===== src/game_pkg.sv =====
package game_pkg;

    // ====================================================================
    // screen and object geometry
    // ====================================================================
    localparam int SCREEN_W     = 640;
    localparam int SCREEN_H     = 480;
    localparam int COORD_W      = 10;
    localparam int ENEMY_X_W    = 11;   // signed, enemies start off screen
    localparam int START_X      = 320;
    localparam int START_Y      = 240;
    localparam int STEP         = 5;
    localparam int MARGIN       = 5;
    localparam int OBJ_SIZE     = 20;   // player and enemy squares
    localparam int BULLET_W     = 5;
    localparam int BULLET_H     = 10;
    localparam int BULLET_X_OFS = 10;

    // joystick aiming
    localparam int JOY_CENTER       = 512;
    localparam int DEAD_ZONE        = 100;
    localparam int MAX_BULLET_SPEED = 5;

    // enemy field
    localparam int N_ENEMIES   = 10;
    localparam int ENEMY_SPEED = 10;
    localparam int SPAWN_LEFT  = -20;
    localparam int SPAWN_RIGHT = 660;

    localparam logic [7:0] HEALTH_INIT = 8'd50;
    localparam logic [7:0] HIT_DAMAGE  = 8'd5;
    localparam logic [7:0] WIN_SCORE   = 8'd10;

    // tick divisors, in clk cycles
    localparam int BULLET_DIV = 8;
    localparam int ENEMY_DIV  = 32;

    localparam logic [9:0] LFSR_SEED = 10'b1010101010;   // must not be all zero

    // game states
    localparam logic [2:0] ST_MENU     = 3'd0;
    localparam logic [2:0] ST_TUTORIAL = 3'd1;
    localparam logic [2:0] ST_RUNNING  = 3'd2;
    localparam logic [2:0] ST_OVER     = 3'd3;
    localparam logic [2:0] ST_WIN      = 3'd4;

    // box a (ax, ay, aw, ah) touches box b, edges inclusive on the near side
    function automatic logic overlap(input int ax, input int ay, input int aw, input int ah,
                                     input int bx, input int by, input int bw, input int bh);
        return (ax + aw >= bx) && (ax < bx + bw) && (ay + ah >= by) && (ay < by + bh);
    endfunction

endpackage


===== src/player_ctrl.sv =====
`timescale 1ns/1ps

module player_ctrl (
    input  logic       clk,
    input  logic       rst,
    input  logic       running,
    input  logic       key_w,
    input  logic       key_a,
    input  logic       key_s,
    input  logic       key_d,
    output logic [9:0] player_x,
    output logic [9:0] player_y
);

    logic       prev_w, prev_a, prev_s, prev_d;

    always_ff @(posedge clk or posedge rst) begin
        if (rst) begin
            player_x <= game_pkg::START_X[game_pkg::COORD_W-1:0];
            player_y <= game_pkg::START_Y[game_pkg::COORD_W-1:0];
            prev_w   <= 1'b0;
            prev_a   <= 1'b0;
            prev_s   <= 1'b0;
            prev_d   <= 1'b0;
        end else begin
            prev_w <= key_w;
            prev_a <= key_a;
            prev_s <= key_s;
            prev_d <= key_d;
            if (!running) begin
                player_x <= game_pkg::START_X[game_pkg::COORD_W-1:0];
                player_y <= game_pkg::START_Y[game_pkg::COORD_W-1:0];
            end else begin
                // one step per key press, w is up
                if (key_w && !prev_w && player_y > game_pkg::MARGIN)
                    player_y <= player_y - game_pkg::STEP[game_pkg::COORD_W-1:0];
                if (key_s && !prev_s && player_y < game_pkg::SCREEN_H - game_pkg::MARGIN)
                    player_y <= player_y + game_pkg::STEP[game_pkg::COORD_W-1:0];
                if (key_a && !prev_a && player_x > game_pkg::MARGIN)
                    player_x <= player_x - game_pkg::STEP[game_pkg::COORD_W-1:0];
                if (key_d && !prev_d && player_x < game_pkg::SCREEN_W - game_pkg::MARGIN)
                    player_x <= player_x + game_pkg::STEP[game_pkg::COORD_W-1:0];
            end
        end
    end

endmodule


===== config.mk =====
export PLATFORM = sky130hd
export DESIGN_NAME = player_ctrl
export DESIGN_NICKNAME = d
export VERILOG_FILES = /design/src/game_pkg.sv /design/src/player_ctrl.sv
export SDC_FILE = /design/constraint.sdc
export NUM_CORES = 1
export LEC_CHECK = 0
export BUFFER_PORTS_ARGS = -buffer_cell sky130_fd_sc_hd__buf_2
export CAP_MARGIN = 30
export CELL_PAD_IN_SITES_DETAIL_PLACEMENT = 0
export CELL_PAD_IN_SITES_GLOBAL_PLACEMENT = 2
export CORE_MARGIN = 1.5
export CORE_UTILIZATION = 37
export CTS_CLUSTER_SIZE = 12
export DETAILED_ROUTE_END_ITERATION = 8
export PLACE_DENSITY = 0.83
export SKIP_CTS_REPAIR_TIMING = 1
export SLEW_MARGIN = 20
export SYNTH_ARGS = -nofsm -noshare
export SYNTH_HDL_FRONTEND = slang
export SYNTH_SLANG_ARGS = --single-unit

===== constraint.sdc =====
create_clock -name clk -period 4.8 [get_ports clk]
set_input_delay 0.24 -clock clk [delete_from_list [all_inputs] [get_ports clk]]
set_output_delay 0.24 -clock clk [all_outputs]
set_load 0.05 [all_outputs]

==> impl_metrics.toml, run 1 <==
[yosys]
synthDistinctLibCells = 54
synth_compound_area_share_pct = 20.9
synth_adder_area_share_pct = 4.38
async_reset_ff_share_pct = 100
yosys.area_share.simple_pct = 26.7
ys.flop_type = "dfrtp_1"
yosysWarningCount = 0
synth_top_family_by_area = "simple AND/OR/NAND/NOR gates"
synthesis.nets = 206
synth_top_area_share_pct = 26.3
yosysSeqAreaShare_pct = 35.5
synth_top_cells_by_area = "dfrtp_1 26%, dfstp_2 9.2%, nand2_1 5.3%"
synth_area_sq_um = 1710
synth_xor_area_share_pct = 1.53
syn_area_per_cell_sq_um = 8.88
synth_edf_count = 0
synth_largest_area_cell = "dfrtp_1"
netlist_instances = 193
synthMuxAreaShare_pct = 7.30
ys_seq_elements = 24

[critical_path]
criticalPathCategory = "reg -> reg"
critPathMaxFanout = 8
crit_path_start = "player_y[8]"
startpoint_type = "flop"
r2r_start = "player_y[8]"
crit_arrival_ps = 2530
worst_setup_path_end_kind = "flop"
r2r_setup_slack_ps = 2480
worstPathRequired_ps = 5010

[finish]
fin_cells = 270
final_layout_size_suffix_gt1_share_pct = 23.4
fin_util_pct = 44.9
area_growth_pct = 15.8
n_fill_cell = 452
num_antenna_cells = 0
nets = 232

[power]
power_density_nw_per_um2 = 343
p_leak_uw = 0.000882
vdd_ir_drop_max_v = 0.000153
finalPower_uw = 680

[detailed_routing]
drtIter0Drc = 89
ant_nets = 0
dr.pass1.iters = 4
wl_um = 4290
drc = 0
num_vias = 1558
wl_per_cell_um = 15.9
via_per_inst = 5.77

[grt]
grt_pass1_wl_um = 7420
grt_max_degree = 31
grt_pass1_vias = 1538
overflow = 0
antenna_found_initial = 0
grt_use_total_pct = 18.0

[timing]
fin_setup_tns_ps = 0
finalMaxSlewViolations = 0
hold_viol_final = 0
holdWs_ps = 85.5
clock_skew_ps = 11.8
slew_headroom_pct = 52.5
rsz0062_at_grt = "no"
fin_crit_sh_pct = 48.4
setup_viol = 0
layout_min_cycle_time_ps = 2320
fmax_ghz = 0.430
tightestPinTransition_ps = 710

[floorplan]
die_h_um = 71.0
io_pins = 27
core_region_area_sq_um = 4410
start_util_pct = 38.8
die_w_um = 71.0
rows = 24
die_area_sq_um = 5050

[clock_network]
ctsRootBufferMaster = "clkbuf_8"
clock_sink_count = 24
cts_max_level = 1
cts_buffers = 3
clk_pin_slew_ps = 100
cts_buffer_depth = 2
insertion_delay_ps = 270
cts_tree = "yes"

[placed_design]
hpwlAfterDp_um = 3160
place_congestion = 0.834
dp_cells = 265
io_buffers = 26

[worst_hold_path]
hp-start = "key_a"
min_path_type = "in -> reg"

[flow_run]
cap_viol_max_count = 0

[outcome]
status = "finished clean"
==> synth_stat cells, types with 3 or more instances <==
library cell	count
a31oi_1	4
nor2b_1	4
xnor2_1	3
nand2_1	24
ha_1	6
or3_1	3
nor3_1	12
inv_1	8
dfstp_2	6
clkbuf_1	6
and3_1	3
dfrtp_1	18
mux2_2	4
o21ai_0	10
nor2_1	14
nand2b_1	10
a21oi_1	6
mux2i_1	8
==> final cells by class <==
class	instances	area (sq um)	share of cell area [%]
clock buffer	3	41.3	2.08
multi-input combinational	154	1040	52.5
sequential	24	608	30.7
timing repair buffer	28	168	8.45
clock inverter	1	30.0	1.51
tap	52	65.1	3.28
inverter	8	30.0	1.51
==> sequential cells by signal (all words and copies together), names as in the netlist <==
name,count
player_x,10
player_y,10
prev_a,1
prev_d,1
prev_s,1
prev_w,1
==> metal layers <==
layer  up-vias  global-route usage (%)  wire [um]
li1        763                       -          -
met3        10                    2.56        134
met5         -                       0          0
met2        39                    32.9       2220
met4         0                    7.13         92
met1       746                    21.0       1840
==> cell families after synthesis <==
| kind of cell | count (synthesis) |
|---|---|
| AND/OR/NAND/NOR | 87 |
| AO/OA/AOI/OAI | 46 |
| flip-flops | 24 |
| buffers and inverters | 15 |
| multiplexers | 12 |
| adder cells (fa/ha/maj) | 6 |
| XOR/XNOR | 3 |
==> power breakdown <==
group	internal, uW	switching, uW	total [uW]	leakage [uW]
Sequential	228	41.9	269	0.000296
Clock	112	69.5	181	0.0000357
Combinational	78.0	152	230	0.000550
==> cell usage in the layout (no fill, tap or decap), drive strengths merged, types with 3 or more instances in the layout <==
cell and n:
nor2 15, o21ai 10, buf 27, a21oi 6
ha 6, nand2b 10, inv 8, and3 3
clkbuf 3, a31oi 4, nor2b 4, dfstp 6
xnor2 3, mux2 4, mux2i 8, nand2 25
dfrtp 18, or3 5, nor3 13
==> critical path, cell delays in order (launching register included) <==
cell and delay, ps:
dfrtp_1 460, or4_4 580, o311ai_2 340, nand2_2 200
a22oi_1 300, mux2_2 380
==> through the flow <==
stage	cell area (sq um)	worst slack (ps)
global route	1980	2340
global placement	1870	2560
floorplan	1710	2510
finish	1980	2480
CTS	1970	2520
detailed placement	1900	2530
==> path summary, 6_finish.rpt <==
check                               to  cells past startpoint
max                        player_y[5]                      5
min                             prev_a                      1
max reg2reg                player_y[5]                      5
min reg2reg                player_x[6]                      2
max in group asynchronous  player_y[5]                      4
min in group asynchronous  player_y[2]                      3
Power figures use the tool's default switching activity.
==> inputs of run 2 (changes only) <==
- CORE_UTILIZATION: 37 -> 34
- PLACE_DENSITY: 0.83 -> 0.77
- clock period: 4.8 -> 2.4 ns (I/O delays scaled with it)
==> run 2 against run 1 <==
Against the previous run:
- largest power group unchanged
- setup slack worse by 2200 ps
- via count increased by 1.3%
- sequential share of layout area down 0.90 points
- final area grew 3.0%
- critical path type unchanged
- highest routed layer unchanged
==> impl_metrics.toml, run 2 (synthesis gave the netlist of run 1 again) <==
[finish]
fin_cells = 294
final_common_cell = "buf_2"
reg_top3 = "player_x (10), player_y (10)"
nets = 241
num_antenna_cells = 0
final_layout_size_suffix_gt1_share_pct = 24.7
fin_area_sq_um = 2040
layout_common_cells = "26 x buf_2, 24 x nand2_1, 18 x dfrtp_1"
area_growth_pct = 19.3

[critical_path]
worst_r2r_endpoint = "player_y[6]"
critPathMaxFanout = 8
worst_setup_path_end_kind = "flop"
r2r_setup_slack_ps = 230
crit_arrival_ps = 2370
worstPathRequired_ps = 2600
criticalPathCategory = "reg -> reg"
startpoint_type = "flop"
r2r.worst_path.cells = 5
r2r_start = "player_y[8]"

[timing]
hold_viol_final = 0
finalMaxSlewViolations = 0
layout_min_cycle_time_ps = 2170
slew_headroom_pct = 63.4
fin_crit_sh_pct = 90.3
rsz0062_at_grt = "no"
clock_skew_ps = 4.79
fin_setup_tns_ps = 0
fmax_ghz = 0.461
setup_viol = 0
setup_slack_ps = 232
tightestPinTransition_ps = 549

[placed_design]
dp_cells = 285
io_buffers = 26
placed_area_sq_um = 1940
place_congestion = 0.786
dp_slack_ps = 246
hpwlAfterDp_um = 3200

[floorplan]
die_w_um = 74.0
rows = 25
start_util_pct = 35.8
die_area_sq_um = 5470
core_region_area_sq_um = 4790
die_h_um = 74.0
io_pins = 27

[clock_network]
ctsRootBufferMaster = "clkbuf_8"
insertion_delay_ps = 270
clock_sink_count = 24
cts_buffers = 3
cts_max_level = 1
cts_buffer_depth = 2
cts_tree = "yes"
clk_pin_slew_ps = 80

[worst_hold_path]
whs_endpoint = "player_x[6]"
min_path_type = "in -> reg"
hp-start = "running"
holdPathStages = 2

[grt]
grt_use_total_pct = 17.2
grt_pass1_wl_um = 7270
overflow = 0
grt_pass1_vias = 1582
antenna_found_initial = 0
grt_max_degree = 31

[detailed_routing]
wl_um = 4270
drtIter0Drc = 72
dr.pass1.iters = 7
ant_nets = 0
num_vias = 1579
wl_per_cell_um = 14.5
drc = 0
via_per_inst = 5.37

[power]
finalPower_uw = 1290
pwr-share-clk_pct = 21.5
p_leak_uw = 0.000908
power_density_nw_per_um2 = 630
vdd_ir_drop_max_v = 0.000358
p_comb_share_pct = 37.4
p_sw_share_pct = 40.2
p_int_uw = 769
switching_power_uw = 517
power_frac_seq_pct = 41.1

[flow_run]
cap_viol_max_count = 0

[outcome]
status = "finished clean"
## run 2: changes by cell type in the layout (fill, tap and decap cells not counted), sizes merged
cell         delta
dlygate4sd3     +4
clkbuf          +1
buf             +5
bufinv          -1
## run 2: worst max path at each step
stage                      from     endpoint  cells after the start
global placement    player_y[8]  player_y[6]                      5
CTS                 player_y[8]  player_y[5]                      5
finish              player_y[8]  player_y[6]                      5
detailed placement  player_y[8]  player_y[5]                      5
global route        player_y[0]  player_y[6]                      6
floorplan           player_x[3]  player_x[2]                      6
## run 2: stage by stage
step	hold slack [ps]	util, %
after floorplan	130	-
after global placement	162	40.5
after detailed placement	173	40.5
after CTS	-129	41.6
after global routing	334	42.7
final	311	42.7
## run 2: metal layers
layer	share of wire, %	GRT usage, %	vias to the layer above	wire (um)
met5	0	0	-	0
met1	43	19.5	765	1850
met4	2.1	7.82	0	89
met3	2.5	2.44	10	108
met2	52	31.8	28	2220
li1	-	-	776	-
## run 2: layout make-up
| cell class | count | area (sq um) |
|---|---|---|
| fillers | 493 | 2740 |
| multi-input cells | 154 | 1040 |
| flip-flops and latches | 24 | 608 |
| repair buffers | 37 | 225 |
| well taps | 67 | 83.8 |
| clock buffers | 4 | 55.1 |
| inverters | 8 | 30.0 |
## run 2: power by group through the flow
| stage | Combinational, uW | Clock, uW | Sequential, uW |
|---|---|---|---|
| after floorplan | 244 | 0 | 647 |
| after global placement | 479 | 0 | 532 |
| after detailed placement | 475 | 0 | 534 |
| after CTS | 478 | 294 | 527 |
| after global routing | 521 | 309 | 538 |
| final | 482 | 276 | 528 |
## run 2: worst max-delay path, stage by stage (launching register included)
cell	delay, ps
dfrtp_1	450
or4_4	570
o311ai_2	290
nand2_2	190
a41oi_1	260
mux2_2	350
