<file path="src/game_pkg.sv">
package game_pkg;

    // ====================================================================
    // screen and object geometry
    // ====================================================================
    localparam int SCREEN_W     = 640;
    localparam int SCREEN_H     = 480;
    localparam int COORD_W      = 10;
    localparam int ENEMY_X_W    = 11;   // signed, enemies start off screen
    localparam int START_X      = 320;
    localparam int START_Y      = 240;
    localparam int STEP         = 5;
    localparam int MARGIN       = 5;
    localparam int OBJ_SIZE     = 20;   // player and enemy squares
    localparam int BULLET_W     = 5;
    localparam int BULLET_H     = 10;
    localparam int BULLET_X_OFS = 10;

    // joystick aiming
    localparam int JOY_CENTER       = 512;
    localparam int DEAD_ZONE        = 100;
    localparam int MAX_BULLET_SPEED = 5;

    // enemy field
    localparam int N_ENEMIES   = 10;
    localparam int ENEMY_SPEED = 10;
    localparam int SPAWN_LEFT  = -20;
    localparam int SPAWN_RIGHT = 660;

    localparam logic [7:0] HEALTH_INIT = 8'd50;
    localparam logic [7:0] HIT_DAMAGE  = 8'd5;
    localparam logic [7:0] WIN_SCORE   = 8'd10;

    // tick divisors, in clk cycles
    localparam int BULLET_DIV = 8;
    localparam int ENEMY_DIV  = 32;

    localparam logic [9:0] LFSR_SEED = 10'b1010101010;   // must not be all zero

    // game states
    localparam logic [2:0] ST_MENU     = 3'd0;
    localparam logic [2:0] ST_TUTORIAL = 3'd1;
    localparam logic [2:0] ST_RUNNING  = 3'd2;
    localparam logic [2:0] ST_OVER     = 3'd3;
    localparam logic [2:0] ST_WIN      = 3'd4;

    // box a (ax, ay, aw, ah) touches box b, edges inclusive on the near side
    function automatic logic overlap(input int ax, input int ay, input int aw, input int ah,
                                     input int bx, input int by, input int bw, input int bh);
        return (ax + aw >= bx) && (ax < bx + bw) && (ay + ah >= by) && (ay < by + bh);
    endfunction

endpackage

</file>
<file path="src/game_fsm.sv">
`timescale 1ns/1ps

module game_fsm (
    input  logic       clk,
    input  logic       rst,
    input  logic       joy_fire,
    input  logic       joy_back,
    input  logic       joy_restart,
    input  logic       btn_up,
    input  logic       btn_down,
    input  logic [7:0] score,
    input  logic [7:0] health,
    output logic [2:0] game_state,
    output logic       menu_sel,
    output logic       running
);

    logic [2:0] next_state;

    always_comb begin
        next_state = game_state;
        case (game_state)
            game_pkg::ST_MENU:
                if (joy_fire)
                    next_state = menu_sel ? game_pkg::ST_TUTORIAL : game_pkg::ST_RUNNING;
            game_pkg::ST_TUTORIAL:
                if (joy_back) next_state = game_pkg::ST_MENU;
            game_pkg::ST_RUNNING:
                if (score >= game_pkg::WIN_SCORE)
                    next_state = game_pkg::ST_WIN;      // win beats a same-cycle death
                else if (health == 8'd0)
                    next_state = game_pkg::ST_OVER;
            game_pkg::ST_OVER, game_pkg::ST_WIN:
                if (joy_restart) next_state = game_pkg::ST_MENU;
            default: next_state = game_pkg::ST_MENU;
        endcase
    end

    always_ff @(posedge clk or posedge rst) begin
        if (rst) begin
            game_state <= game_pkg::ST_MENU;
            menu_sel   <= 1'b0;
        end else begin
            game_state <= next_state;
            if (game_state == game_pkg::ST_MENU) begin
                if (btn_up)
                    menu_sel <= 1'b0;       // start game
                else if (btn_down)
                    menu_sel <= 1'b1;       // tutorial
            end
        end
    end

    assign running = (game_state == game_pkg::ST_RUNNING);

endmodule

</file>
<file path="config.mk">
export PLATFORM = sky130hd
export DESIGN_NAME = game_fsm
export DESIGN_NICKNAME = d
export VERILOG_FILES = /design/src/game_pkg.sv /design/src/game_fsm.sv
export SDC_FILE = /design/constraint.sdc
export NUM_CORES = 1
export LEC_CHECK = 0
export BUFFER_PORTS_ARGS = -buffer_cell sky130_fd_sc_hd__buf_2
export CORE_AREA = 2 2 39 41
export DETAILED_ROUTE_END_ITERATION = 8
export DIE_AREA = 0 0 41 43
export SLEW_MARGIN = 20
export SYNTH_ARGS = -nofsm -noshare
export SYNTH_HDL_FRONTEND = slang
export SYNTH_SLANG_ARGS = --single-unit
</file>
<file path="constraint.sdc">
create_clock -name clk -period 1.8 [get_ports clk]
set_clock_uncertainty 0.2 [all_clocks]
set_input_delay 0.27 -clock clk [delete_from_list [all_inputs] [get_ports clk]]
set_output_delay 0.27 -clock clk [all_outputs]
set_load 0.005 [all_outputs]
</file>
==> impl_metrics.yaml, run 1 <==
synthesis:
  synth_common_cells: "sky130_fd_sc_hd__dfrtp_1 (4), sky130_fd_sc_hd__nor2_1 (3)"
  syn-instance-count: 31
  synth_largest_type_area_fraction_pct: 34.3
  synth_edf_count: 0
  asyncSetResetFlopFracSynth_pct: 100
  post_synth_instance_area_um2: 292
  synth.most_common_cell: "sky130_fd_sc_hd__dfrtp_1"
  synthDistinctLibCells: 19
  synthesized_area_per_cell_um2: 9.40
  synth_xor_area_share_pct: 0
  synth-simple-area-share_pct: 34.3
  synth_top_area_cell: "sky130_fd_sc_hd__dfrtp_1"
  mux_cell_area_share_after_synthesis_pct: 6.87
  main_combinational_cell_family_by_area_after_synthesis: "simple AND/OR/NAND/NOR gates"
  postSynth.topFlopCell: "sky130_fd_sc_hd__dfrtp_1"
  synth-seq-area-share_pct: 34.3
  synth_seq_cells: 4
  syn-num-nets: 54
  synth-compound-area-share_pct: 19.3
  synth_fa_ha_area_share_pct: 0
  yosys_warnings: 0
  synthTopCellsByArea: "sky130_fd_sc_hd__dfrtp_1 (34%), sky130_fd_sc_hd__nor4_4 (7.3%), sky130_fd_sc_hd__mux2i_1 (6.9%)"
clock_tree:
  post-cts-setup-buffers: 0
  total_cts_buffers: 3
  cts-root-buf: "sky130_fd_sc_hd__clkbuf_4"
  clock_tree.htree_level_count: 1
  clk_path_buf_depth: 2
  postCtsResizedCells: 0
  clock_sink_count: 4
  clock_latency_of_the_later_clocked_register_in_the_worst_skew_pair_ps: 230
  worst_setup_hold_path_clk_slew_ps: 40
  tritoncts: "done"
placement:
  input_output_buffers: 26
  pre_cts_ws_ps: 195
  hpwl_um: 627
  gp_routability_congestion: 0.681
drt:
  number_of_routed_nets_with_antenna_violations: 0
  drc_violations_left: 0
  routed_wl_um: 743
  drt_iter0_markers: 1
  wl_per_cell_um: 9.65
  detail_route.first_pass.iterations: 2
  dr_total_vias: 341
  avgViaCountPerCell: 4.43
timing:
  final.hold.worst_slack_ps: 116
  max_clock_freq_ghz: 0.631
  period_minus_slack_ps: 1590
  timing.slew.headroom_pct: 73.2
  final_worst_slack_ps: 214
  timing.final.hold_violations: 0
  worst_pin_slew_ps: 398
  finalMaxSlewViolations: 0
  grt_setup_unrepaired: "false"
  min_period_over_period_pct: 88.1
  tns_ps: 0
  setup_viol_count_final: 0
worst_setup_path:
  cp-end-kind: "register"
  cpMaxStageDelayCell: "sky130_fd_sc_hd__dfrtp_1"
  timing.critical_path.slowest_cell_delay_ps: 460
  cell_family_with_most_cp_delay: "simple AND/OR/NAND/NOR gates"
  critPathRequiredTime_ps: 1750
  worst_ep_arrival_time_ps: 1530
  timing.critical_path.buf_inv: 0
  timing.critical_path.fanout_max: 7
  rrSetupSlack_ps: 210
  r2r_cells: 4
  r2r-end: "game_state[0]$_DFFE_PP0P_"
  rr_startpoint: "game_state[0]$_DFFE_PP0P_"
  critPathKind: "reg2reg"
  cp_cell_instances: "nor3_1, nand2_1, and3_1, a211oi_2"
  start_kind: "register"
power:
  irDropWorstVdd_uv: 498
  seq_power_share_pct: 35.1
  power.share.switching_pct: 39.0
  share_comb_of_total_power_pct: 46.5
  pwr-share-clk_pct: 18.4
  power_uw: 594
  internal_power_uw: 363
  power.density_nw_per_um2: 1250
  sw_power_uw: 231
  cell_leakage_power_uw: 0.000232
global_routing:
  first_global_vias: 303
  met2_usage_pct: 14.1
  globalRoute.busiestLayer: "met2"
  groute.layer.met3.usage_pct: 9.42
  global_route.overflow_total: 0
  antenna_found_initial: 0
  use_met1_pct: 12.7
  groute.usage.overall_pct: 10.6
  grt_pass1_wl_mm: 1.21
  largest_net_degree_at_the_start_of_global_routing: 9
flow_run:
  drv_cap: 0
finish:
  syn2layout_area_growth_pct: 63.5
  final_nets: 86
  number_of_diodes: 0
  ratio_of_cells_with_drive_above_1_in_the_final_layout_pct: 52.5
  num-fill-cells: 147
floorplan:
  core.rowCount: 14
  top_level_ports: 28
  design.core.area_um2: 1380
  floorplan.die_area_um2: 1760
  die_height_um: 43
  start_util_pct: 21.1
  die_w_um: 41
worst_hold_path:
  sink_of_the_worst_hold_path: "menu_sel$_DFFE_PP0P_"
  min_delay_path_depth: 3
  hold_path.class: "in2reg"
  hp-start: "btn_down"
outcome:
  run_status: "finished clean"
[kinds of logic (layout without fill, tap and decap cells)]
logic type	after synthesis	in the layout
AOI/OAI and AO/OA	8	8
buffers and inverters	3	33
DFF	4	4
muxes	2	2
and+or+nand+nor	14	14
[worst max path at each step]
stage / startpoint / endpoint / slack [ps] / depth (start not counted)
after floorplan: game_state[1]$_DFFE_PP0P_ / game_state[0]$_DFFE_PP0P_ / 330 / 5
after global placement: game_state[2]$_DFFE_PP0P_ / game_state[0]$_DFFE_PP0P_ / 230 / 4
after detailed placement: game_state[0]$_DFFE_PP0P_ / game_state[0]$_DFFE_PP0P_ / 190 / 4
after CTS: game_state[0]$_DFFE_PP0P_ / game_state[0]$_DFFE_PP0P_ / 190 / 4
after global routing: game_state[0]$_DFFE_PP0P_ / game_state[0]$_DFFE_PP0P_ / 80 / 4
final: game_state[0]$_DFFE_PP0P_ / game_state[0]$_DFFE_PP0P_ / 210 / 4
[state kept, by name (all words and copies together) (netlist names)]
| register | cells |
|---|---|
| game_state | 3 |
| menu_sel | 1 |
[layout make-up]
| cell class | count | area [µm²] | share of cell area (%) |
|---|---|---|---|
| repair buffers | 28 | 150 | 31.5 |
| multi-input cells | 24 | 176 | 37.0 |
| well taps | 16 | 20.0 | 4.20 |
| clock buffers | 3 | 22.5 | 4.72 |
| flip-flops and latches | 4 | 100 | 21.0 |
| inverters | 2 | 7.51 | 1.57 |
[timing repair]
| item | CTS | global route |
|---|---|---|
| setup endpoints to repair | 0 | 0 |
| hold buffers | 2 | 0 |
| hold endpoints to repair | 5 | 0 |
[power by group through the flow]
stage	sequential, µW	combinational (µW)	clock [µW]
after floorplan	187	204	0
after global placement	209	271	0
after detailed placement	209	277	0
after CTS	208	280	116
after global routing	218	307	127
final	208	276	110
[layer usage]
metal | up-vias | routed length (µm)
li1 | 179 | -
met1 | 151 | 336
met2 | 11 | 353
met3 | 0 | 54
met4 | 0 | 0
met5 | - | 0
[metrics by stage]
step / utilization, % / instance area (µm²) / std cells
after floorplan: - / 292 / 31
after global placement: 31.4 / 434 / 72
after detailed placement: 31.4 / 434 / 72
after CTS: 34.4 / 477 / 77
after global routing: 34.4 / 477 / 77
final: 34.4 / 477 / 77
[worst min-delay path: stages]
cell	delay, ps
sky130_fd_sc_hd__buf_2	80
sky130_fd_sc_hd__a21oi_1	50
sky130_fd_sc_hd__a21oi_1	110
[layout by cell type, fill, tap and decap left out, drive strengths merged, types with 2 or more instances in the layout]
cell	n
a211oi	2
a21oi	2
a31oi	2
buf	26
clkbuf	3
dfrtp	4
dlygate4sd3	2
inv	2
mux2i	2
nand2	2
nor2	3
nor3	2
nor4	3
Power figures use the tool's default switching activity.
==> run 2, diff against run 1 <==
==> constraint.sdc (replaced) <==
create_clock -name clk -period 1.6 [get_ports clk]
set_clock_uncertainty 0.2 [all_clocks]
set_input_delay 0.24 -clock clk [delete_from_list [all_inputs] [get_ports clk]]
set_output_delay 0.24 -clock clk [all_outputs]
set_load 0.005 [all_outputs]
==> run 2 against run 1 <==
Net effect: sequential share of layout area is 0.65 points lower; largest power group unchanged; cell area is 4.5% higher; final cell count is 2.6% higher; largest cell class unchanged; critical endpoint unchanged; total power is 19% higher; die area stayed put; sequential power is 16% higher.
==> impl_metrics.yaml, run 2 (synthesized netlist as in run 1, its figures left out) <==
outcome:
  run_status: "finished clean"
global_routing:
  grt_pass1_wl_mm: 1.05
  antenna_found_initial: 0
  groute.usage.overall_pct: 8.98
  global_route.overflow_total: 0
  first_global_vias: 281
  largest_net_degree_at_the_start_of_global_routing: 9
drt:
  number_of_routed_nets_with_antenna_violations: 0
  avgViaCountPerCell: 4.19
  dr.max_layer_used: "met3"
  dr_total_vias: 331
  route.met2.wl_um: 348
  m1WireLength_um: 342
  drc_violations_left: 0
  detail_route.first_pass.iterations: 2
  routed_wl_um: 748
  wl_per_cell_um: 9.47
  wl_met3_um: 57
  drt_iter0_markers: 2
finish:
  most_common_cell_after_layout_fill_and_taps_aside: "sky130_fd_sc_hd__buf_2"
  syn2layout_area_growth_pct: 70.8
  sequential_cell_area_um2: 101
  finish.cell_count_without_fillers: 79
  multiInputGateArea_um2: 181
  largest_register: "game_state"
  max_reg_flops: 3
  final_nets: 88
  num-fill-cells: 150
  most-common-layout-cells: "sky130_fd_sc_hd__buf_2 (26), sky130_fd_sc_hd__nor2_1 (3), sky130_fd_sc_hd__clkbuf_4 (3), sky130_fd_sc_hd__dfrtp_1 (3)"
  number_of_diodes: 0
  ratio_of_cells_with_drive_above_1_in_the_final_layout_pct: 57.1
  biggestRegsByFlops: "game_state (3), menu_sel (1)"
clock_tree:
  clock_tree.htree_level_count: 1
  clock_sink_count: 4
  total_cts_buffers: 3
  clk_path_buf_depth: 2
  post-cts-setup-buffers: 0
  worst_setup_hold_path_clk_slew_ps: 40
  tritoncts: "done"
  clock_latency_of_the_later_clocked_register_in_the_worst_skew_pair_ps: 230
  cts-root-buf: "sky130_fd_sc_hd__clkbuf_4"
floorplan:
  design.core.area_um2: 1380
  top_level_ports: 28
  core.rowCount: 14
  floorplan.die_area_um2: 1760
  start_util_pct: 21.1
  die_w_um: 41
  die_height_um: 43
worst_setup_path:
  cpMaxStageDelayCell: "sky130_fd_sc_hd__dfrtp_1"
  timing.critical_path.slowest_cell_delay_ps: 480
  critPathRequiredTime_ps: 1550
  start_kind: "register"
  critPathKind: "reg2reg"
  worst_ep_arrival_time_ps: 1470
  cp-end-kind: "register"
  timing.critical_path.buf_inv: 0
  timing.critical_path.fanout_max: 5
  cp_cell_instances: "mux2i_1, a32oi_1, and3_1, a211oi_2"
  cell_family_with_most_cp_delay: "flip-flops"
timing:
  worst_pin_slew_ps: 279
  timing.slew.headroom_pct: 81.4
  grt_setup_unrepaired: "false"
  setup_viol_count_final: 0
  timing.final.hold_violations: 0
  finalMaxSlewViolations: 0
  period_minus_slack_ps: 1520
  max_clock_freq_ghz: 0.657
  tns_ps: 0
  min_period_over_period_pct: 95.2
flow_run:
  drv_cap: 0
placement:
  input_output_buffers: 26
  hpwl_um: 626
  gp_routability_congestion: 0.640
  placed_cells: 74
power:
  irDropWorstVdd_uv: 815
  cell_leakage_power_uw: 0.000242
  power.density_nw_per_um2: 1420
worst_hold_path:
  hold_path.class: "in2reg"
## run 2: metal layers
| layer | vias up | GRT usage [%] |
|---|---|---|
| li1 | 182 | - |
| met1 | 138 | 10.5 |
| met2 | 11 | 13.1 |
| met3 | 0 | 6.28 |
| met4 | 0 | 2.00 |
| met5 | - | 0 |
## run 2: final cells by class
cell class	count	share of cell area (%)
multi-input combinational	24	36.4
timing repair buffer	30	33.2
sequential	4	20.4
clock buffer	3	4.52
tap	16	4.02
inverter	2	1.51
## run 2: path summary, 6_finish.rpt
| path | start | to | slack, ps | depth (start not counted) |
|---|---|---|---|---|
| setup / recovery | game_state[2]$_DFFE_PP0P_ | game_state[0]$_DFFE_PP0P_ | 80 | 4 |
| hold / removal | btn_down | menu_sel$_DFFE_PP0P_ | 80 | 3 |
| setup reg to reg | game_state[2]$_DFFE_PP0P_ | game_state[0]$_DFFE_PP0P_ | 80 | 4 |
| hold reg to reg | menu_sel$_DFFE_PP0P_ | menu_sel$_DFFE_PP0P_ | 370 | 2 |
| max in group asynchronous | rst | game_state[1]$_DFFE_PP0P_ | 810 | 3 |
| min in group asynchronous | rst | game_state[0]$_DFFE_PP0P_ | 230 | 3 |
## run 2: per-stage QoR
step / total power [µW] / util (%) / instance area (µm²) / hold slack [ps] / setup slack (ps)
after floorplan: 440 / - / 292 / -194 / 133
after global placement: 571 / 32.5 / 449 / -71.3 / 67.0
after detailed placement: 577 / 32.5 / 449 / -68.9 / 48.9
after CTS: 709 / 35.5 / 492 / 80.4 / 40.0
after global routing: 776 / 36.0 / 498 / 87.7 / 14.3
final: 707 / 36.0 / 498 / 84.0 / 77.3
## run 2: report_power, final
group          leakage [µW]  switching (µW)  internal, µW
registers         0.0000487            88.3           153
clock network     0.0000138            38.5          83.7
logic              0.000180             141           203
total              0.000242             267           439
## run 2: timing repair
item	4_1_cts	5_1_grt
setup endpoints to repair	0	3
hold endpoints to repair	5	0
hold buffers	2	0
resized for setup	0	2
## run 2: worst register-to-register path: stages, from the launching register on
cell	delay, ps
sky130_fd_sc_hd__dfrtp_1	480
sky130_fd_sc_hd__mux2i_1	270
sky130_fd_sc_hd__a32oi_1	120
sky130_fd_sc_hd__and3_1	190
sky130_fd_sc_hd__a211oi_2	190
