## config.mk

```make
export PLATFORM = sky130hd
export DESIGN_NAME = game_timebase
export DESIGN_NICKNAME = d
export VERILOG_FILES = /design/src/game_pkg.sv /design/src/game_timebase.sv
export SDC_FILE = /design/constraint.sdc
export NUM_CORES = 1
export LEC_CHECK = 0
export BUFFER_PORTS_ARGS = -buffer_cell sky130_fd_sc_hd__clkbuf_2
export CELL_PAD_IN_SITES_DETAIL_PLACEMENT = 1
export CELL_PAD_IN_SITES_GLOBAL_PLACEMENT = 2
export CORE_AREA = 2 2 48 50
export DETAILED_ROUTE_END_ITERATION = 7
export DIE_AREA = 0 0 50 52
export GPL_TIMING_DRIVEN = 0
export PLACE_DENSITY = 0.75
export SYNTH_ARGS = -nofsm -noshare
export SYNTH_HDL_FRONTEND = slang
export SYNTH_SLANG_ARGS = --single-unit
```

## constraint.sdc

```tcl
create_clock -name clk -period 2.4 [get_ports clk]
set_input_delay 0.48 -clock clk [delete_from_list [all_inputs] [get_ports clk]]
set_output_delay 0.48 -clock clk [all_outputs]
set_load 0.01 [all_outputs]
```

## src/game_pkg.sv

```systemverilog
package game_pkg;

    // ====================================================================
    // screen and object geometry
    // ====================================================================
    localparam int SCREEN_W     = 640;
    localparam int SCREEN_H     = 480;
    localparam int COORD_W      = 10;
    localparam int ENEMY_X_W    = 11;   // signed, enemies start off screen
    localparam int START_X      = 320;
    localparam int START_Y      = 240;
    localparam int STEP         = 5;
    localparam int MARGIN       = 5;
    localparam int OBJ_SIZE     = 20;   // player and enemy squares
    localparam int BULLET_W     = 5;
    localparam int BULLET_H     = 10;
    localparam int BULLET_X_OFS = 10;

    // joystick aiming
    localparam int JOY_CENTER       = 512;
    localparam int DEAD_ZONE        = 100;
    localparam int MAX_BULLET_SPEED = 5;

    // enemy field
    localparam int N_ENEMIES   = 10;
    localparam int ENEMY_SPEED = 10;
    localparam int SPAWN_LEFT  = -20;
    localparam int SPAWN_RIGHT = 660;

    localparam logic [7:0] HEALTH_INIT = 8'd50;
    localparam logic [7:0] HIT_DAMAGE  = 8'd5;
    localparam logic [7:0] WIN_SCORE   = 8'd10;

    // tick divisors, in clk cycles
    localparam int BULLET_DIV = 8;
    localparam int ENEMY_DIV  = 32;

    localparam logic [9:0] LFSR_SEED = 10'b1010101010;   // must not be all zero

    // game states
    localparam logic [2:0] ST_MENU     = 3'd0;
    localparam logic [2:0] ST_TUTORIAL = 3'd1;
    localparam logic [2:0] ST_RUNNING  = 3'd2;
    localparam logic [2:0] ST_OVER     = 3'd3;
    localparam logic [2:0] ST_WIN      = 3'd4;

    // box a (ax, ay, aw, ah) touches box b, edges inclusive on the near side
    function automatic logic overlap(input int ax, input int ay, input int aw, input int ah,
                                     input int bx, input int by, input int bw, input int bh);
        return (ax + aw >= bx) && (ax < bx + bw) && (ay + ah >= by) && (ay < by + bh);
    endfunction

endpackage

```

## src/game_timebase.sv

```systemverilog
`timescale 1ns/1ps

module game_timebase (
    input  logic       clk,
    input  logic       rst,
    output logic       bullet_tick,
    output logic       enemy_tick,
    output logic [9:0] lfsr
);

    logic [$clog2(game_pkg::BULLET_DIV)-1:0] bullet_cnt;
    logic [$clog2(game_pkg::ENEMY_DIV)-1:0]  enemy_cnt;

    // free running dividers, one-cycle strobe at wrap
    always_ff @(posedge clk or posedge rst) begin
        if (rst) begin
            bullet_cnt  <= '0;
            enemy_cnt   <= '0;
            bullet_tick <= 1'b0;
            enemy_tick  <= 1'b0;
        end else begin
            bullet_tick <= (bullet_cnt == game_pkg::BULLET_DIV - 1);
            enemy_tick  <= (enemy_cnt == game_pkg::ENEMY_DIV - 1);
            bullet_cnt  <= (bullet_cnt == game_pkg::BULLET_DIV - 1) ? '0 : bullet_cnt + 1'b1;
            enemy_cnt   <= (enemy_cnt == game_pkg::ENEMY_DIV - 1) ? '0 : enemy_cnt + 1'b1;
        end
    end

    // x^10 + x^7 + 1, steps once per enemy tick
    always_ff @(posedge clk or posedge rst) begin
        if (rst) begin
            lfsr <= game_pkg::LFSR_SEED;
        end else if (enemy_tick) begin
            lfsr <= {lfsr[8:0], lfsr[9] ^ lfsr[6]};
        end
    end

endmodule

```

==> results by group, run 1 <==
Routing
  – Initial DRC Count: 0
  – Via count: 434
  – Avg WL per Cell: 12.3 um
  – Drt first pass iters: 1
  – DR DRC count: 0
  – Final wirelength: 1160 um
  – ANT nets after route: 0
  – Drt via density: 4.62

Power and ir drop
  – Maximum vdd drop: approximately 0.35 mV
  – Leakage power: approximately 0.47 nW
  – Switching share of power: 0.202
  – Sw Pwr: 0.102 mW
  – Int Pwr: 0.403 mW
  – Clock power frac: 0.317
  – Sequential power share: 0.669
  – Gate power share: 0.014
  – PD cells: 547 nW/um^2

Placement
  – Routability Congestion: 0.671
  – Pre-CTS WS: 1.03 ns
  – Port-buffer cells: 13
  – Detailed placer's ending HPWL: slightly above 800 um

Cells and area
  – Nets@finish: 74
  – Area grow syn2layout: 15.9%
  – ANT cells: 0
  – # fillers: 224
  – Share of cells above drive strength 1: 0.485
  – Register area: 507 um^2
  – Multi-input logic area: 274 um^2

Floorplan
  – Initial Utilization: 0.378
  – # IOs: 14
  – Die height: 52 um
  – Core footprint: 2110 um^2
  – Row count: 17
  – Die span in x: 50 um
  – Die area: 2600 um^2

Critical path
  – Buf/Inv on CP: 1
  – Largest stage delay, worst path: 0.56 ns
  – Cell Chain, Critical Path: clkbuf_2
  – Setup crit start kind: flip-flop
  – Required time worst endpoint: 1.92 ns
  – Critical path class: reg2out
  – Slowest cell on the critical path: dfstp_2
  – CP max FO: 3
  – Crit path max-delay family: flip-flops
  – R2r setup slk: 1.01 ns
  – Arr. time, crit path: 0.98 ns
  – CP endpoint kind: primary output

CTS
  – CTS tree: done
  – Post-CTS setup buffers: 0
  – Clk slew on worst S/H paths: around 0.11 ns
  – CTS max path bufs: 2
  – Cts repair resizes: 0
  – Number of buffers created by CTS: 3
  – Worst skew pair latency: 0.29 ns
  – Clock root buffer master: clkbuf_4
  – Clock sink total: 20
  – H-tree Lvls: 1
  – Hold-fix buffers, CTS: 0

Timing
  – RSZ-0062 raised after global routing: false
  – Fin crit share: 0.609
  – Total Neg Setup Slack: 0 ns
  – Slew Limit Fails: 0
  – Worst slew margin: 0.505
  – Max Clock Freq: around 0.68 GHz
  – Tmin final: 1.46 ns
  – Worst-Margin Slew: 0.742 ns
  – Final WS setup: 0.938 ns
  – Final-report hold violation count: 0
  – Setup Skew: 0.00365 ns
  – Setup Viol. Count Final: 0

Global route
  – Grt ovf: 0
  – Initial antenna violation count: 0
  – Largest net degree at the start of global routing: 21
  – First-pass GRT wire length: 2170 um
  – Vias in the first global route: 478
  – GRT Util Overall: 0.114

Yosys
  – Largest area contributor in the netlist: dfrtp_1
  – Post-synthesis net count: 56
  – Mapped Cells: 49
  – Synthesized flop and latch total: 20
  – Register area share after synthesis: 0.637
  – Synth area leaders: dfrtp_1 47%, mux2_4 17%, dfstp_2 17%
  – Syn_area_per_cell: 16.2 um^2
  – Mapped Area: just under 800 um^2
  – Library cells used by synthesis: 13
  – Ys Warns: 0
  – Yosys top cell area share: 0.472

Run
  – Max-cap violations: 0

Outcome
  – Status: finished, final reports clean

Min path
  – Hold/Removal Path Class: in2async
[worst register-to-register path: stages (launching register included)]
cell and delay, ns:
dfrtp_1 0.39, ha_1 0.19, and3_1 0.20, ha_1 0.20
nor2_1 0.05, mux2_4 0.26
[sequential cells by signal, summed over array words and instances, names as in the netlist]
register     cells
bullet_tick      1
bullet_cnt       3
lfsr            10
enemy_tick       1
enemy_cnt        5
[synth_stat cells (all sizes together)]
master	count
dfrtp	15
mux2	10
dfstp	5
ha	5
nor2	5
nor2b	2
xnor2	2
a21oi	1
and3	1
buf	1
inv	1
nand3	1
[metrics by stage]
step            util  power, mW  area, um^2  hold WS [ns]  std cells
2_1_floorplan      -      0.348         796         0.403         49
3_3_place_gp   0.425      0.351         896         0.421         90
3_5_place_dp   0.425      0.351         896         0.424         90
4_1_cts        0.438      0.519         922         0.298         94
5_1_grt        0.438      0.527         922         0.345         94
6_report       0.438      0.504         922         0.277         94
[routing by layer]
layer,vias up,share of wire,global-route usage
met5,-,0,0
met2,9,0.50,0.164
met3,2,0.039,0.0259
met4,0,0.0095,0.0833
li1,201,-,-
met1,222,0.45,0.149
[final cells by class]
cell class                      instances  share of cell area
Sequential cell                        20               0.550
Multi-Input combinational cell         27               0.297
Timing Repair Buffer                   13              0.0706
Tap cell                               28              0.0380
Clock buffer                            4              0.0285
Buffer                                  1              0.0122
Inverter                                1             0.00407
[cells by family (layout without fill, tap and decap cells)]
group | after synthesis | count (layout) | synth area share
AO/OA/AOI/OAI | 1 | 1 | 0.00628
buffers and inverters | 2 | 19 | 0.0189
XOR/XNOR | 2 | 2 | 0.0220
AND/OR/NAND/NOR | 9 | 9 | 0.0535
adder cells (fa/ha/maj) | 5 | 5 | 0.0786
flip-flops | 20 | 20 | 0.637
multiplexers | 10 | 10 | 0.184
[placed cells by master (no fill, tap or decap)]
cell type	netlist	routed
and3_1	1	1
inv_1	1	1
nor2_1	5	5
clkbuf_2	0	13
nor2b_1	2	2
mux2_4	9	9
clkbuf_1	0	1
dfstp_2	5	5
buf_6	1	1
clkbuf_4	0	3
mux2_2	1	1
ha_1	5	5
dfrtp_1	15	15
nand3_1	1	1
a21oi_1	1	1
xnor2_1	2	2
[worst paths after layout]
kind                       cells after the start           from            end
hold reg to reg                                1  bullet_cnt[0]  bullet_cnt[0]
max in group asynchronous                      2            rst        lfsr[2]
setup reg to reg                               5   enemy_cnt[0]   enemy_cnt[3]
hold / removal                                 2            rst    bullet_tick
setup / recovery                               1        lfsr[9]        lfsr[9]
min in group clk                               1  bullet_cnt[0]  bullet_cnt[0]
[power groups by stage]
stage | registers, mW | logic, mW | clock network (mW)
detailed placement | 0.343 | 0.00784 | 0
finish | 0.337 | 0.00700 | 0.160
global route | 0.337 | 0.00877 | 0.181
global placement | 0.343 | 0.00753 | 0
CTS | 0.337 | 0.00779 | 0.173
floorplan | 0.343 | 0.00498 | 0
Power figures use the tool's default switching activity.
==> inputs of run 2 (changes only) <==
--- a/config.mk
+++ b/config.mk
@@ -8,11 +8,11 @@
 export BUFFER_PORTS_ARGS = -buffer_cell sky130_fd_sc_hd__clkbuf_2
 export CELL_PAD_IN_SITES_DETAIL_PLACEMENT = 1
 export CELL_PAD_IN_SITES_GLOBAL_PLACEMENT = 2
-export CORE_AREA = 2 2 48 50
+export CORE_AREA = 2 2 50 52
 export DETAILED_ROUTE_END_ITERATION = 7
-export DIE_AREA = 0 0 50 52
+export DIE_AREA = 0 0 52 54
 export GPL_TIMING_DRIVEN = 0
-export PLACE_DENSITY = 0.75
+export PLACE_DENSITY = 0.7
 export SYNTH_ARGS = -nofsm -noshare
 export SYNTH_HDL_FRONTEND = slang
 export SYNTH_SLANG_ARGS = --single-unit
==> constraint.sdc (replaced) <==
create_clock -name clk -period 1.4 [get_ports clk]
set_input_delay 0.28 -clock clk [delete_from_list [all_inputs] [get_ports clk]]
set_output_delay 0.28 -clock clk [all_outputs]
set_load 0.01 [all_outputs]
==> results by group, run 2 (synthesized netlist as in run 1, its figures left out) <==
Critical path
  – Setup crit start kind: flip-flop
  – Critical path class: reg2reg
  – CP max FO: 3 (unchanged)
  – CP endpoint kind: flip-flop
  – Arr. time, crit path: 1.51 ns (+0.53 ns)
  – Required time worst endpoint: 1.59 ns (-0.33 ns)

Global route
  – Vias in the first global route: 401 (-16%)
  – First-pass GRT wire length: 1950 um (-10%)
  – Grt ovf: 0 (unchanged)
  – Initial antenna violation count: 0 (unchanged)
  – Largest net degree at the start of global routing: 21 (unchanged)
  – GRT Util Overall: 0.100 (-0.0141)

Power and ir drop
  – Leakage power: 0.473 nW (+1.7%)
  – PD cells: 957 nW/um^2 (+75%)
  – Power, Total: 0.921 mW (+83%)
  – Maximum vdd drop: 0.438 mV (+24%)

Cells and area
  – ANT cells: 0 (unchanged)
  – Most frequent cells in the layout: 15 x dfrtp_1, 13 x clkbuf_2, 9 x mux2_4, 5 x nor2_1, 5 x dfstp_2
  – Biggest register: lfsr
  – Biggest regs: lfsr: 10 flops, enemy_cnt: 5 flops, bullet_cnt: 3 flops
  – Share of cells above drive strength 1: 0.552 (+0.0674)
  – Nets@finish: 75 (+1.4%)
  – Most common cell after layout, fill and taps aside: dfrtp_1
  – Area grow syn2layout: 20.9%
  – Max FFs per register: 10 (unchanged)

Floorplan
  – Row count: 18 (+1)
  – # IOs: 14 (unchanged)
  – Die span in x: 52 um (+4.0%)
  – Initial Utilization: 0.343 (-0.0349)
  – Core footprint: 2320 um^2 (+10%)
  – Die height: 54 um (+3.8%)
  – Die area: 2810 um^2 (+8.0%)

Timing
  – Worst slew margin: 0.497 (-0.00778)
  – Fin crit share: 0.939
  – Total Neg Setup Slack: 0 ns (unchanged)
  – RSZ-0062 raised after global routing: false
  – Final WS setup: 0.0849 ns (-0.853 ns)
  – Tmin final: around 1.3 ns
  – Setup Viol. Count Final: 0 (unchanged)
  – Max Clock Freq: 0.760 GHz
  – Setup Skew: 0.00204 ns (-0.00161 ns)
  – Slew Limit Fails: 0 (unchanged)
  – Worst hold slack: 0.0805 ns (-0.197 ns)
  – Worst-Margin Slew: 0.754 ns (+0.0117 ns)
  – Final-report hold violation count: 0 (unchanged)

Routing
  – Initial DRC Count: 2 (+2)
  – Drt via density: 4.54 (-1.8%)
  – Drt first pass iters: 2 (+1)
  – ANT nets after route: 0 (unchanged)
  – Avg WL per Cell: 11.5 um (-6.6%)
  – DR DRC count: 0 (unchanged)
  – Final wirelength: 1110 um (-3.6%)
  – Via count: 440 (+1.4%)

CTS
  – Worst skew pair latency: 0.29 ns (about the same)
  – Clock root buffer master: clkbuf_4
  – Hold-fix buffers, CTS: 0 (unchanged)
  – CTS tree: done
  – Clock sink total: 20 (unchanged)
  – Clk slew on worst S/H paths: 0.11 ns (about the same)
  – Number of buffers created by CTS: 3 (unchanged)
  – CTS max path bufs: 2 (unchanged)
  – H-tree Lvls: 1 (unchanged)

Placement
  – Routability Congestion: 0.640 (-4.6%)
  – Port-buffer cells: 13 (unchanged)
  – Detailed placer's ending HPWL: 781 um (-5.5%)
  – Pre-CTS WS: 0.0376 ns (-0.992 ns)

Min path
  – Hold/Removal Path Class: in2async

Run
  – Max-cap violations: 0 (unchanged)

Outcome
  – Status: finished, final reports clean
[run 2: layout make-up]
cell class                 instances  area (um^2)
buffer                             1         11.3
clock buffer                       4         36.3
fill                             242         1360
inverter                           1         3.75
multi-input combinational         27          294
sequential                        20          507
tap                               30         37.5
timing repair buffer              14         72.6
[run 2: layer usage]
metal	vias up	GRT usage	routed length, um
li1	201	-	-
met1	227	0.140	509
met2	10	0.129	536
met3	2	0.0333	58
met4	0	0.0658	10
met5	-	0	0
[run 2: timing repair]
item                       in CTS  in global routing
buffers inserted                0                  1
resized for setup               0                  4
setup endpoints to repair       0                  1
[run 2: final timing paths]
kind                               start             to  slack [ns]  cells after the start
min in group clk           bullet_cnt[0]  bullet_cnt[0]        0.43                      1
setup / recovery            enemy_cnt[0]   enemy_cnt[3]        0.08                      5
max in group asynchronous            rst        lfsr[6]        0.85                      2
hold / removal                       rst   enemy_cnt[1]        0.08                      2
hold reg to reg            bullet_cnt[0]  bullet_cnt[0]        0.43                      1
setup reg to reg            enemy_cnt[0]   enemy_cnt[3]        0.08                      5
[run 2: worst max-delay path, stage by stage, from the launching register on]
cell     delay, ns
dfrtp_1       0.39
ha_2          0.20
and3_4        0.20
ha_4          0.13
nor2_1        0.04
mux2_4        0.26
[run 2: power breakdown]
group | internal, mW | switching (mW) | total [mW]
Combinational | 0.00113 | 0.0110 | 0.0122
Clock | 0.158 | 0.172 | 0.330
Sequential | 0.578 | 0 | 0.578
[run 2: stage by stage]
stage	instance area (um^2)	instances	utilization
floorplan	796	49	-
global route	962	97	0.415
CTS	935	96	0.403
detailed placement	898	92	0.387
global placement	898	92	0.387
finish	962	97	0.415
==> inputs of run 3 (changes only) <==
--- a/config.mk
+++ b/config.mk
@@ -5,14 +5,15 @@
 export SDC_FILE = /design/constraint.sdc
 export NUM_CORES = 1
 export LEC_CHECK = 0
+export ABC_AREA = 1
 export BUFFER_PORTS_ARGS = -buffer_cell sky130_fd_sc_hd__clkbuf_2
 export CELL_PAD_IN_SITES_DETAIL_PLACEMENT = 1
 export CELL_PAD_IN_SITES_GLOBAL_PLACEMENT = 2
-export CORE_AREA = 2 2 50 52
+export CORE_AREA = 2 2 53 55
 export DETAILED_ROUTE_END_ITERATION = 7
-export DIE_AREA = 0 0 52 54
+export DIE_AREA = 0 0 55 57
 export GPL_TIMING_DRIVEN = 0
-export PLACE_DENSITY = 0.7
+export PLACE_DENSITY = 0.68
 export SYNTH_ARGS = -nofsm -noshare
 export SYNTH_HDL_FRONTEND = slang
 export SYNTH_SLANG_ARGS = --single-unit
==> results by group, run 3 <==
Outcome
  – Status: finished, final reports clean

Timing
  – Fin crit share: 0.898 (-0.0410)
  – Tmin final: 1.26 ns (-0.0575 ns)
  – RSZ-0062 raised after global routing: false
  – Final WS setup: 0.142 ns (+0.0575 ns)
  – Max Clock Freq: 0.795 GHz (+4.6%)
  – Total Neg Setup Slack: 0 ns (unchanged)
  – Setup Viol. Count Final: 0 (unchanged)
  – Slew Limit Fails: 0 (unchanged)
  – Final-report hold violation count: 0 (unchanged)
  – Worst-Margin Slew: 0.758 ns (+0.00380 ns)
  – Worst slew margin: 0.494 (-0.00254)
  – Setup Skew: 0.0122 ns (+0.0102 ns)
  – Worst hold slack: 0.0771 ns (-0.00343 ns)

Critical path
  – Reg2reg end: enemy_cnt[2]
  – Required time worst endpoint: 1.12 ns (-0.47 ns)
  – CP max FO: 3 (unchanged)
  – Buf/Inv on CP: 1 (+1)
  – Arr. time, crit path: 0.98 ns (-0.53 ns)
  – Crit path max-delay family: flip-flops
  – CP endpoint kind: primary output
  – Setup crit start kind: flip-flop
  – Slowest cell on the critical path: dfstp_2
  – FF-to-FF path depth: 5 (unchanged)
  – Cell Chain, Critical Path: clkbuf_2
  – Critical path class: reg2out
  – R2r setup slk: 0.14 ns (+0.06 ns)
  – Largest stage delay, worst path: 0.56 ns (+0.17 ns)
  – Worst R2R Start: enemy_cnt[0]

Routing
  – Initial DRC Count: 4 (+2)
  – DR DRC count: 0 (unchanged)
  – Final wirelength: 1330 um (+20%)
  – Drt first pass iters: 2 (unchanged)
  – Avg WL per Cell: 11.1 um (-3.2%)
  – Via count: 524 (+19%)
  – ANT nets after route: 0 (unchanged)
  – Drt via density: 4.37 (-3.7%)

Floorplan
  – Die area: 3140 um^2 (+12%)
  – Core footprint: 2620 um^2 (+13%)
  – Initial Utilization: 0.306 (-0.0368)
  – Row count: 19 (+1)
  – Die height: 57 um (+5.6%)
  – # IOs: 14 (unchanged)
  – Die span in x: 55 um (+5.8%)

CTS
  – H-tree Lvls: 1 (unchanged)
  – CTS max path bufs: 2 (unchanged)
  – Hold-fix buffers, CTS: 0 (unchanged)
  – Number of buffers created by CTS: 3 (unchanged)
  – Cts repair resizes: 0 (unchanged)
  – Post-CTS setup buffers: 0 (unchanged)
  – Clock sink total: 20 (unchanged)
  – Clock root buffer master: clkbuf_4
  – Clk slew on worst S/H paths: 0.12 ns (about the same)
  – Worst skew pair latency: 0.30 ns (about the same)
  – CTS tree: done

Yosys
  – Synth cell count leaders: 15 x dfrtp_1, 12 x nand2_1, 10 x inv_1
  – Async S/R FF share, synth: 1.00 (unchanged)
  – Post-synth EDFFs: 0 (unchanged)
  – Post-synthesis net count: 79 (+41%)
  – Top-count cell post-synth: dfrtp_1
  – Synth area leaders: dfrtp_1 47%, dfstp_2 16%, ha_1 7.8%
  – Mapped Area: 801 um^2 (+0.63%)
  – Library cells used by synthesis: 12 (-1)
  – Syn_area_per_cell: 11.1 um^2 (-32%)
  – Ys Warns: 0 (unchanged)
  – Mapped Cells: 72 (+47%)
  – Top FF cell, synth: dfrtp_1
  – Synthesized flop and latch total: 20 (unchanged)
  – Register area share after synthesis: 0.633 (-0.00398)
  – Largest area contributor in the netlist: dfrtp_1
  – Yosys top cell area share: 0.469 (-0.00295)

Global route
  – Initial antenna violation count: 0 (unchanged)
  – Largest net degree at the start of global routing: 21 (unchanged)
  – Grt ovf: 0 (unchanged)
  – Vias in the first global route: 521 (+30%)
  – First-pass GRT wire length: 2300 um (+18%)
  – GRT Util Overall: 0.102 (+0.00211)

Cells and area
  – Most common cell after layout, fill and taps aside: dfrtp_1
  – Biggest regs: lfsr: 10 flops, enemy_cnt: 5 flops, bullet_cnt: 3 flops
  – Biggest register: lfsr
  – # fillers: 309 (+28%)
  – Most frequent cells in the layout: 15 x dfrtp_1, 13 x clkbuf_2, 12 x nand2_1, 10 x inv_1, 8 x nor2_1
  – Layout Utilization: 0.356 (-0.0588)
  – ANT cells: 0 (unchanged)
  – Max FFs per register: 10 (unchanged)
  – Share of cells above drive strength 1: 0.337 (-0.215)
  – Nets@finish: 97 (+29%)
  – Area grow syn2layout: 16.3%

Power and ir drop
  – Leakage power: 0.451 nW (-4.6%)
  – Power, Total: 0.872 mW (-5.3%)
  – PD cells: 937 nW/um^2 (-2.1%)
  – Maximum vdd drop: 0.467 mV (+6.5%)

Placement
  – Pre-CTS WS: 0.125 ns (+0.0874 ns)
  – Detailed placer's ending HPWL: 979 um (+25%)
  – Port-buffer cells: 13 (unchanged)
  – Routability Congestion: 0.665 (+4.0%)

Run
  – Max-cap violations: 0 (unchanged)

Min path
  – Hold/Removal Path Class: in2async
[run 3: how the worst max path moves through the flow]
stage                 startpoint           end  slack, ns  cells after the start
floorplan           enemy_cnt[0]  enemy_cnt[2]       0.25                      5
global placement    enemy_cnt[0]  enemy_cnt[2]       0.18                      5
detailed placement  enemy_cnt[0]  enemy_cnt[2]       0.13                      5
CTS                 enemy_cnt[0]  enemy_cnt[2]       0.12                      5
global route        enemy_cnt[0]  enemy_cnt[3]       0.04                      7
finish                   lfsr[5]       lfsr[5]       0.14                      1
[run 3: area by class of cell]
| type | instances | area (um^2) | area share |
|---|---|---|---|
| buffer | 2 | 22.5 | 0.0242 |
| clock buffer | 4 | 26.3 | 0.0282 |
| inverter | 10 | 37.5 | 0.0403 |
| multi-input combinational | 40 | 234 | 0.251 |
| sequential | 20 | 507 | 0.544 |
| tap | 31 | 38.8 | 0.0417 |
| timing repair buffer | 13 | 65.1 | 0.0699 |
[run 3: through the flow]
| stage | cell area (um^2) | instances |
|---|---|---|
| finish | 931 | 120 |
| global placement | 905 | 116 |
| global route | 931 | 120 |
| floorplan | 801 | 72 |
| detailed placement | 905 | 116 |
| CTS | 931 | 120 |
[run 3: cells by family after synthesis]
logic type | count (synthesis) | share of synthesized area
AND/OR/NAND/NOR | 25 | 0.133
flip-flops | 20 | 0.633
buffers and inverters | 12 | 0.0750
AO/OA/AOI/OAI | 10 | 0.0812
adder cells (fa/ha/maj) | 5 | 0.0781
[run 3: per-layer routing]
layer  vias up  share of wire  track usage
li1        255              -            -
met1       259           0.45        0.138
met2         8           0.50        0.151
met3         2          0.037       0.0236
met4         0          0.011       0.0523
met5         -              0            0
[run 3: power by group]
group,switching [mW],internal (mW)
clock,0.171,0.111
sequential,0,0.578
combinational,0.0111,0.00113
total,0.182,0.690
